<file path="config.mk">
export PLATFORM = sky130hd
export DESIGN_NAME = exec_unit
export DESIGN_NICKNAME = d
export VERILOG_FILES = /design/src/exec_pkg.sv /design/src/exec_div_if.sv /design/src/exec_alu.sv /design/src/exec_divider.sv /design/src/exec_retire.sv /design/src/exec_unit.sv
export SDC_FILE = /design/constraint.sdc
export NUM_CORES = 2
export LEC_CHECK = 0
export ABC_AREA = 0
export BUFFER_PORTS_ARGS = -buffer_cell sky130_fd_sc_hd__buf_2
export CAP_MARGIN = 20
export CORE_MARGIN = 2
export CORE_UTILIZATION = 40
export CTS_CLUSTER_DIAMETER = 50
export DETAILED_ROUTE_END_ITERATION = 8
export PLACE_DENSITY = 0.64
export SLEW_MARGIN = 10
export SYNTH_ARGS = -nofsm -noshare
export SYNTH_HDL_FRONTEND = slang
export SYNTH_SLANG_ARGS = --single-unit
</file>
<file path="constraint.sdc">
create_clock -name iCLOCK -period 10.55 [get_ports iCLOCK]
set_clock_uncertainty 0.2 [all_clocks]
set_input_delay 0.5275 -clock iCLOCK [delete_from_list [all_inputs] [get_ports iCLOCK]]
set_output_delay 0.5275 -clock iCLOCK [all_outputs]
set_load 0.02 [all_outputs]
</file>
<file path="src/exec_pkg.sv">
package exec_pkg;

	localparam int REG_ADDR_W = 5;

	// The issued PC already points past the instruction
	localparam int PC_STEP = 4;

	typedef enum logic [4:0] {
		AND  = 5'h00,
		OR   = 5'h01,
		XOR  = 5'h02,
		NOT  = 5'h03,
		SHL  = 5'h04,
		SHR  = 5'h05,
		SAR  = 5'h06,
		ROL  = 5'h07,
		ROR  = 5'h08,
		ADD  = 5'h09,
		SUB  = 5'h0a,
		MUL  = 5'h0b,
		MULH = 5'h0c,
		UDIV = 5'h0d,
		SDIV = 5'h0e,
		UMOD = 5'h0f,
		SMOD = 5'h10
	} exec_op_e;

	typedef struct packed {
		logic sign;
		logic overflow;
		logic carry;
		logic parity;
		logic zero;
	} exec_flags_t;

	typedef enum logic [6:0] {
		FAULT_INVALID_INST = 7'd2,
		FAULT_DIVIDE_ERROR = 7'd3
	} exec_fault_e;

	typedef enum logic [1:0] {
		ST_NORMAL,
		ST_DIV_WAIT,
		ST_FAULT
	} exec_state_e;

	function automatic logic is_div_op(exec_op_e op);
		return op inside {UDIV, SDIV, UMOD, SMOD};
	endfunction

endpackage

</file>
<file path="src/exec_div_if.sv">
`timescale 1ns/1ps

interface exec_div_if
	import exec_pkg::*;
#(
	parameter int DATA_WIDTH = 32
)();

	logic start;
	exec_op_e op;
	logic [DATA_WIDTH-1:0] dividend;
	logic [DATA_WIDTH-1:0] divisor;
	logic flush;
	logic busy;
	logic done;
	logic [DATA_WIDTH-1:0] quotient;
	logic [DATA_WIDTH-1:0] remainder;

	modport ctrl (
		output start, op, dividend, divisor, flush,
		input busy, done, quotient, remainder
	);

	modport div (
		input start, op, dividend, divisor, flush,
		output busy, done, quotient, remainder
	);

endinterface

</file>
<file path="src/exec_alu.sv">
`timescale 1ns/1ps

module exec_alu
	import exec_pkg::*;
#(
	parameter int DATA_WIDTH = 32
)(
	input exec_op_e op,
	input logic [DATA_WIDTH-1:0] src0,
	input logic [DATA_WIDTH-1:0] src1,
	output logic [DATA_WIDTH-1:0] result,
	output exec_flags_t flags
);

	localparam int SH_W = $clog2(DATA_WIDTH);
	localparam int MSB = DATA_WIDTH - 1;

	logic [SH_W-1:0] shamt;
	logic [DATA_WIDTH:0] sum;
	logic [DATA_WIDTH:0] diff;
	logic [2*DATA_WIDTH-1:0] product;
	logic [2*DATA_WIDTH-1:0] rol_tmp;
	logic [2*DATA_WIDTH-1:0] ror_tmp;
	logic carry;
	logic overflow;

	assign shamt = src1[SH_W-1:0];
	assign sum = {1'b0, src0} + {1'b0, src1};
	assign diff = {1'b0, src0} - {1'b0, src1};
	assign product = src0 * src1;

	// Rotates come out of a doubled copy of the operand
	assign rol_tmp = {src0, src0} << shamt;
	assign ror_tmp = {src0, src0} >> shamt;

	always_comb begin
		result = '0;
		carry = 1'b0;
		overflow = 1'b0;
		case (op)
			AND:  result = src0 & src1;
			OR:   result = src0 | src1;
			XOR:  result = src0 ^ src1;
			NOT:  result = ~src0;
			SHL:  result = src0 << shamt;
			SHR:  result = src0 >> shamt;
			SAR:  result = $signed(src0) >>> shamt;
			ROL:  result = rol_tmp[2*DATA_WIDTH-1:DATA_WIDTH];
			ROR:  result = ror_tmp[DATA_WIDTH-1:0];
			ADD: begin
				result = sum[DATA_WIDTH-1:0];
				carry = sum[DATA_WIDTH];
				overflow = (src0[MSB] == src1[MSB]) && (sum[MSB] != src0[MSB]);
			end
			SUB: begin
				result = diff[DATA_WIDTH-1:0];
				// Borrow out of the top bit
				carry = diff[DATA_WIDTH];
				overflow = (src0[MSB] != src1[MSB]) && (diff[MSB] != src0[MSB]);
			end
			MUL: begin
				result = product[DATA_WIDTH-1:0];
				carry = product[DATA_WIDTH];
				overflow = product[DATA_WIDTH] ^ product[DATA_WIDTH-1];
			end
			MULH: result = product[2*DATA_WIDTH-1:DATA_WIDTH];
			// Divides are handled by the divider
			default: result = '0;
		endcase
	end

	// Order is sign, overflow, carry, parity, zero
	assign flags = {result[MSB], overflow, carry, result[0], ~|result};

endmodule

</file>
<file path="src/exec_divider.sv">
`timescale 1ns/1ps

module exec_divider
	import exec_pkg::*;
#(
	parameter int DATA_WIDTH = 32
)(
	input logic iCLOCK,
	input logic inRESET,
	exec_div_if.div div
);

	localparam int CNT_W = $clog2(DATA_WIDTH + 1);
	localparam int MSB = DATA_WIDTH - 1;
	localparam logic [CNT_W-1:0] LAST = CNT_W'(DATA_WIDTH);

	logic signed_op;
	logic [DATA_WIDTH-1:0] dividend_abs;
	logic [DATA_WIDTH-1:0] divisor_abs;
	logic [DATA_WIDTH:0] shifted;
	logic [DATA_WIDTH:0] diff;
	logic busy;
	logic done;
	logic [CNT_W-1:0] count;
	logic neg_q;
	logic neg_r;
	logic [DATA_WIDTH-1:0] q_reg;
	logic [DATA_WIDTH-1:0] r_reg;
	logic [DATA_WIDTH-1:0] d_reg;

	assign signed_op = (div.op == SDIV) || (div.op == SMOD);
	assign dividend_abs = (signed_op && div.dividend[MSB]) ? -div.dividend : div.dividend;
	assign divisor_abs = (signed_op && div.divisor[MSB]) ? -div.divisor : div.divisor;

	// Partial remainder with the next dividend bit shifted in
	assign shifted = {r_reg, q_reg[MSB]};
	assign diff = shifted - {1'b0, d_reg};

	always_ff @(posedge iCLOCK or negedge inRESET) begin
		if (!inRESET) begin
			busy <= 1'b0;
			done <= 1'b0;
			count <= '0;
		end else if (div.flush) begin
			busy <= 1'b0;
			done <= 1'b0;
		end else begin
			done <= 1'b0;
			if (div.start) begin
				busy <= 1'b1;
				count <= '0;
			end else if (busy) begin
				if (count == LAST) begin
					busy <= 1'b0;
					done <= 1'b1;
				end else begin
					count <= count + 1'b1;
				end
			end
		end
	end

	always_ff @(posedge iCLOCK) begin
		if (div.start) begin
			q_reg <= dividend_abs;
			r_reg <= '0;
			d_reg <= divisor_abs;
			neg_q <= signed_op && (div.dividend[MSB] ^ div.divisor[MSB]);
			neg_r <= signed_op && div.dividend[MSB];
		end else if (busy) begin
			if (count == LAST) begin
				// Truncate toward zero, remainder follows the dividend
				if (neg_q)
					q_reg <= -q_reg;
				if (neg_r)
					r_reg <= -r_reg;
			end else if (!diff[DATA_WIDTH]) begin
				q_reg <= {q_reg[MSB-1:0], 1'b1};
				r_reg <= diff[DATA_WIDTH-1:0];
			end else begin
				q_reg <= {q_reg[MSB-1:0], 1'b0};
				r_reg <= shifted[DATA_WIDTH-1:0];
			end
		end
	end

	assign div.busy = busy;
	assign div.done = done;
	assign div.quotient = q_reg;
	assign div.remainder = r_reg;

	// Retire controller only starts a division on an idle divider
	a_start_idle: assert property (@(posedge iCLOCK) disable iff (!inRESET)
		div.start |-> !busy);

endmodule

</file>
<file path="src/exec_retire.sv">
`timescale 1ns/1ps

module exec_retire
	import exec_pkg::*;
#(
	parameter int DATA_WIDTH = 32
)(
	input logic iCLOCK,
	input logic inRESET,
	input logic refresh,
	input logic in_valid,
	input exec_op_e in_op,
	input logic in_invalid,
	input logic [DATA_WIDTH-1:0] in_src0,
	input logic [DATA_WIDTH-1:0] in_src1,
	input logic [REG_ADDR_W-1:0] in_dest,
	input logic in_writeback,
	input logic in_flags_writeback,
	input logic [DATA_WIDTH-1:0] in_pc,
	output logic issue_lock,
	input logic [DATA_WIDTH-1:0] alu_result,
	input exec_flags_t alu_flags,
	exec_div_if.ctrl div,
	output logic out_valid,
	output logic [DATA_WIDTH-1:0] out_data,
	output logic [REG_ADDR_W-1:0] out_dest,
	output logic out_writeback,
	output logic [DATA_WIDTH-1:0] out_pc,
	output exec_flags_t flags,
	output logic fault_valid,
	output exec_fault_e fault_num,
	output logic [DATA_WIDTH-1:0] fault_pc
);

	exec_state_e state;
	exec_op_e div_op;
	logic accept;
	logic is_div;
	logic div_zero;

	assign issue_lock = (state != ST_NORMAL);
	assign accept = in_valid && !issue_lock && !refresh;
	assign is_div = is_div_op(in_op);
	assign div_zero = is_div && (in_src1 == '0);

	assign div.start = accept && !in_invalid && is_div && !div_zero;
	assign div.op = in_op;
	assign div.dividend = in_src0;
	assign div.divisor = in_src1;
	assign div.flush = refresh;

	always_ff @(posedge iCLOCK or negedge inRESET) begin
		if (!inRESET) begin
			state <= ST_NORMAL;
			out_valid <= 1'b0;
			fault_valid <= 1'b0;
		end else if (refresh) begin
			state <= ST_NORMAL;
			out_valid <= 1'b0;
			fault_valid <= 1'b0;
		end else begin
			out_valid <= 1'b0;
			fault_valid <= 1'b0;
			case (state)
				ST_NORMAL: begin
					if (accept) begin
						// Invalid instruction wins over divide by zero
						if (in_invalid || div_zero) begin
							state <= ST_FAULT;
							fault_valid <= 1'b1;
						end else if (is_div) begin
							state <= ST_DIV_WAIT;
						end else begin
							out_valid <= 1'b1;
						end
					end
				end
				ST_DIV_WAIT: begin
					if (div.done) begin
						state <= ST_NORMAL;
						out_valid <= 1'b1;
					end
				end
				// Held until refresh
				ST_FAULT: state <= ST_FAULT;
				default: state <= ST_NORMAL;
			endcase
		end
	end

	always_ff @(posedge iCLOCK) begin
		if (accept) begin
			out_data <= alu_result;
			out_dest <= in_dest;
			out_writeback <= in_writeback;
			out_pc <= in_pc;
			div_op <= in_op;
			fault_num <= in_invalid ? FAULT_INVALID_INST : FAULT_DIVIDE_ERROR;
			fault_pc <= in_pc - DATA_WIDTH'(PC_STEP);
		end else if (state == ST_DIV_WAIT && div.done) begin
			out_data <= (div_op == UDIV || div_op == SDIV) ? div.quotient : div.remainder;
		end
	end

	// Flags survive a refresh
	always_ff @(posedge iCLOCK or negedge inRESET) begin
		if (!inRESET)
			flags <= '0;
		else if (accept && !in_invalid && !is_div && in_flags_writeback)
			flags <= alu_flags;
	end

	a_one_result: assert property (@(posedge iCLOCK) disable iff (!inRESET)
		!(out_valid && fault_valid));

	// Issuer stays locked out while a division is in flight
	a_lock_held: assert property (@(posedge iCLOCK) disable iff (!inRESET)
		div.busy |-> issue_lock);

endmodule

</file>
<file path="src/exec_unit.sv">
`timescale 1ns/1ps

module exec_unit
	import exec_pkg::*;
#(
	parameter int DATA_WIDTH = 32
)(
	input logic iCLOCK,
	input logic inRESET,
	input logic refresh,
	input logic in_valid,
	input exec_op_e in_op,
	input logic in_invalid,
	input logic [DATA_WIDTH-1:0] in_src0,
	input logic [DATA_WIDTH-1:0] in_src1,
	input logic [REG_ADDR_W-1:0] in_dest,
	input logic in_writeback,
	input logic in_flags_writeback,
	input logic [DATA_WIDTH-1:0] in_pc,
	output logic issue_lock,
	output logic out_valid,
	output logic [DATA_WIDTH-1:0] out_data,
	output logic [REG_ADDR_W-1:0] out_dest,
	output logic out_writeback,
	output logic [DATA_WIDTH-1:0] out_pc,
	output exec_flags_t flags,
	output logic fault_valid,
	output exec_fault_e fault_num,
	output logic [DATA_WIDTH-1:0] fault_pc
);

	logic [DATA_WIDTH-1:0] alu_result;
	exec_flags_t alu_flags;

	exec_div_if #(.DATA_WIDTH(DATA_WIDTH)) u_div_if ();

	exec_alu #(.DATA_WIDTH(DATA_WIDTH)) u_alu (
		.op     (in_op),
		.src0   (in_src0),
		.src1   (in_src1),
		.result (alu_result),
		.flags  (alu_flags)
	);

	exec_divider #(.DATA_WIDTH(DATA_WIDTH)) u_divider (
		.iCLOCK  (iCLOCK),
		.inRESET (inRESET),
		.div     (u_div_if)
	);

	exec_retire #(.DATA_WIDTH(DATA_WIDTH)) u_retire (
		.iCLOCK             (iCLOCK),
		.inRESET            (inRESET),
		.refresh            (refresh),
		.in_valid           (in_valid),
		.in_op              (in_op),
		.in_invalid         (in_invalid),
		.in_src0            (in_src0),
		.in_src1            (in_src1),
		.in_dest            (in_dest),
		.in_writeback       (in_writeback),
		.in_flags_writeback (in_flags_writeback),
		.in_pc              (in_pc),
		.issue_lock         (issue_lock),
		.alu_result         (alu_result),
		.alu_flags          (alu_flags),
		.div                (u_div_if),
		.out_valid          (out_valid),
		.out_data           (out_data),
		.out_dest           (out_dest),
		.out_writeback      (out_writeback),
		.out_pc             (out_pc),
		.flags              (flags),
		.fault_valid        (fault_valid),
		.fault_num          (fault_num),
		.fault_pc           (fault_pc)
	);

endmodule

</file>
==> results.toml <==
[cells_and_area]
area_delta_synth_final_pct = 10.1
drive_gt1_frac = 0.109
nNetsFinal = 8630
seq_area_um2 = 6230
multiInputGateArea_um2 = 46500
num-fill-cells = 14500

[timing]
finalCritPeriodShare = 0.958
setup_viol = 0
hold_slack_ns = 0.0135
max_slew_margin = 0.123
drv_slew = 0
hold_viol = 0
fmax_mhz = 99.0
worstMarginPinSlew_ns = 1.30
rsz0062_at_grt = "false"
setup_tns_ns = 0
min_period_ns = 10.11

[setup_path]
path_buf_inv = 6
arrival_ns = 10.42
cp_top_family = "adder cells"
worstPathMaxFanout = 11
slowest_delay_ns = 0.72
cp-end-kind = "flop"
slowest_stage = "inv_1"
crit_path_frequent_cell = "fa_1"
worst_ep_required_time_ns = 10.86
critPathKind = "in -> reg"
critPathLaunchType = "input port"

[yosys]
synth.mux.area_fraction = 0.0501
async_reset_ff_frac = 0.0769
synth_top_family_by_area = "adder cells"
synth_fa_ha_area_frac = 0.394
synth_xor_area_frac = 0.0272
syn_inst = 7068
synth-edff-count = 172
ys.flop_type = "edfxtp_1"
synth_cell_type_count = 95
yosys_warnings = 0
synthesis.area_um2 = 58400
yosys.area_share.simple = 0.175
avgSynthCellArea_um2 = 8.26
synth_compound_area_frac = 0.148
yosysSeqAreaShare = 0.107
synth-seq-cells = 221

[global_routing]
grt_max_degree = 81
gr-total-overflow = 0
grt_usage = 0.418
grt_pass1_wl_um = 439000
grt_antenna_before_repair = 34
grt_pass1_vias = 57200

[floorplanning]
die_w_um = 386
core.rowCount = 140
core_um2 = 145000
start_util = 0.402
die_area_um2 = 149000
die_y_um = 386
num_io_pins = 230

[clocking]
root_buffer = "clkbuf_16"
ctsResizeCount = 0
cts_tree = "yes"
cts.path.max_buffers = 3
cts.sinks = 221
h-tree-depth = 1
clk_latency_ns = 0.62
clk_pin_slew_worst_paths_ns = 0.06
numCtsBuffers = 29

[route]
ant_nets = 0
vias_per_cell = 6.46
first_iter_violations = 9169
drt-total-wl_um = 315000
vias = 59300
wl_per_cell_um = 34.4
drc = 1
firstDrtPassIters = 9

[placed_design]
gp_congestion = 1.17
numPortBuffers = 223
hpwl_um = 250000

[flow_run]
maxCapViolCount = 0

[outcome]
status = "finished, violations left"
violations = "DRC"

[worst_hold_path]
hold_class = "in -> reg"
==> cell type report <==
type                            count  share of cell area
Multi-Input combinational cell   5336               0.724
Timing Repair Buffer              589              0.0644
Antenna cell                       12            0.000467
Tap cell                         1917              0.0373
Sequential cell                   221              0.0970
Inverter                         1041              0.0609
Clock buffer                       32              0.0116
Clock inverter                     22             0.00403
==> stage by stage <==
step                      area [um2]   util  std cells  setup WS [ns]
after detailed placement       62700  0.432       9061          0.145
after CTS                      64200  0.442       9155          0.719
after global routing           64200  0.442       9160          0.376
after global placement         62700  0.432       9059         -0.741
final                          64200  0.442       9170          0.444
after floorplan                58400      -       7072          0.624
==> what timing repair did <==
action                                  in CTS  in global routing
endpoints found under the hold margin       59                  0
buffers inserted                             0                  0
hold buffers                                40                  0
endpoints found under the setup margin       0                  0
==> Yosys cell counts (all sizes together) (20+ instances only) <==
library cell / n / area (um2)
ha: 401 / 5020
o211ai: 59 / 443
nand2: 768 / 2880
or3: 53 / 368
mux2: 47 / 529
o221ai: 29 / 254
fa: 898 / 18000
nor2: 944 / 3580
buf: 129 / 536
o22ai: 66 / 413
xor2: 49 / 429
dfxtp: 32 / 641
mux2i: 111 / 1110
nor4: 36 / 225
a21oi: 307 / 1540
a211oi: 94 / 706
nor3: 124 / 621
o21ai: 262 / 1310
a22oi: 29 / 218
clkbuf: 345 / 1290
a31oi: 47 / 294
mux4: 57 / 1280
o2111ai: 22 / 193
nor2b: 43 / 269
o311ai: 21 / 184
o21a: 31 / 233
o21bai: 25 / 188
nand3: 111 / 556
o31ai: 37 / 278
clkinv: 22 / 82.6
or2: 25 / 156
and2: 20 / 125
a21o: 46 / 345
nand2b: 35 / 219
xnor2: 132 / 1160
nand4: 63 / 394
inv: 1019 / 3820
and3: 33 / 206
edfxtp: 172 / 5160
==> per-layer routing <==
| metal | up-vias | track usage | routed length, um |
|---|---|---|---|
| met3 | 1142 | 0.145 | 43700 |
| li1 | 23800 | - | - |
| met5 | - | 0 | 139 |
| met1 | 29700 | 0.543 | 119000 |
| met2 | 4582 | 0.596 | 127000 |
| met4 | 22 | 0.253 | 25100 |
==> placed cells by master, fill, tap and decap left out, types with 63 or more instances in the layout <==
master / count
edfxtp_1: 172
xnor2_1: 131
nor2_1: 935
nor3_1: 118
o21ai_0: 240
a21oi_1: 306
nand4_1: 63
nand3_1: 110
ha_1: 401
fa_1: 898
o22ai_1: 66
nand2_1: 765
buf_4: 313
a211oi_1: 93
inv_1: 1010
mux2i_1: 111
buf_2: 220
==> path summary, 6_finish.rpt <==
| kind | from | endpoint | slack [ns] | cells past startpoint |
|---|---|---|---|---|
| min reg2reg | u_divider.div.remainder[0] | u_divider.div.remainder[0] | 0.32 | 2 |
| max in group asynchronous | inRESET | u_retire.flags[0] | 9.44 | 2 |
| min in group asynchronous | inRESET | u_retire.flags[1] | 0.30 | 2 |
| min | in_invalid | u_retire.fault_num[0] | 0.01 | 2 |
| max reg2reg | u_divider.d_reg[8] | u_divider.div.remainder[31] | 5.82 | 15 |
| max | in_src1[11] | u_retire.flags[0] | 0.44 | 28 |
==> cells by family (layout without fill, tap and decap cells) <==
kind of cell | Yosys count | count (layout)
and+or+nand+nor | 2334 | 2334
buffers and inverters | 1515 | 1684
AOI/OAI and AO/OA | 1301 | 1301
adders and majority gates | 1299 | 1299
DFF | 221 | 221
muxes | 215 | 215
xor gates and xnor gates | 181 | 181
other | 2 | 18
Power is left out: the tool's default activity adds up to more than one toggle a clock period on the data nets, which glitch-free logic cannot reach.
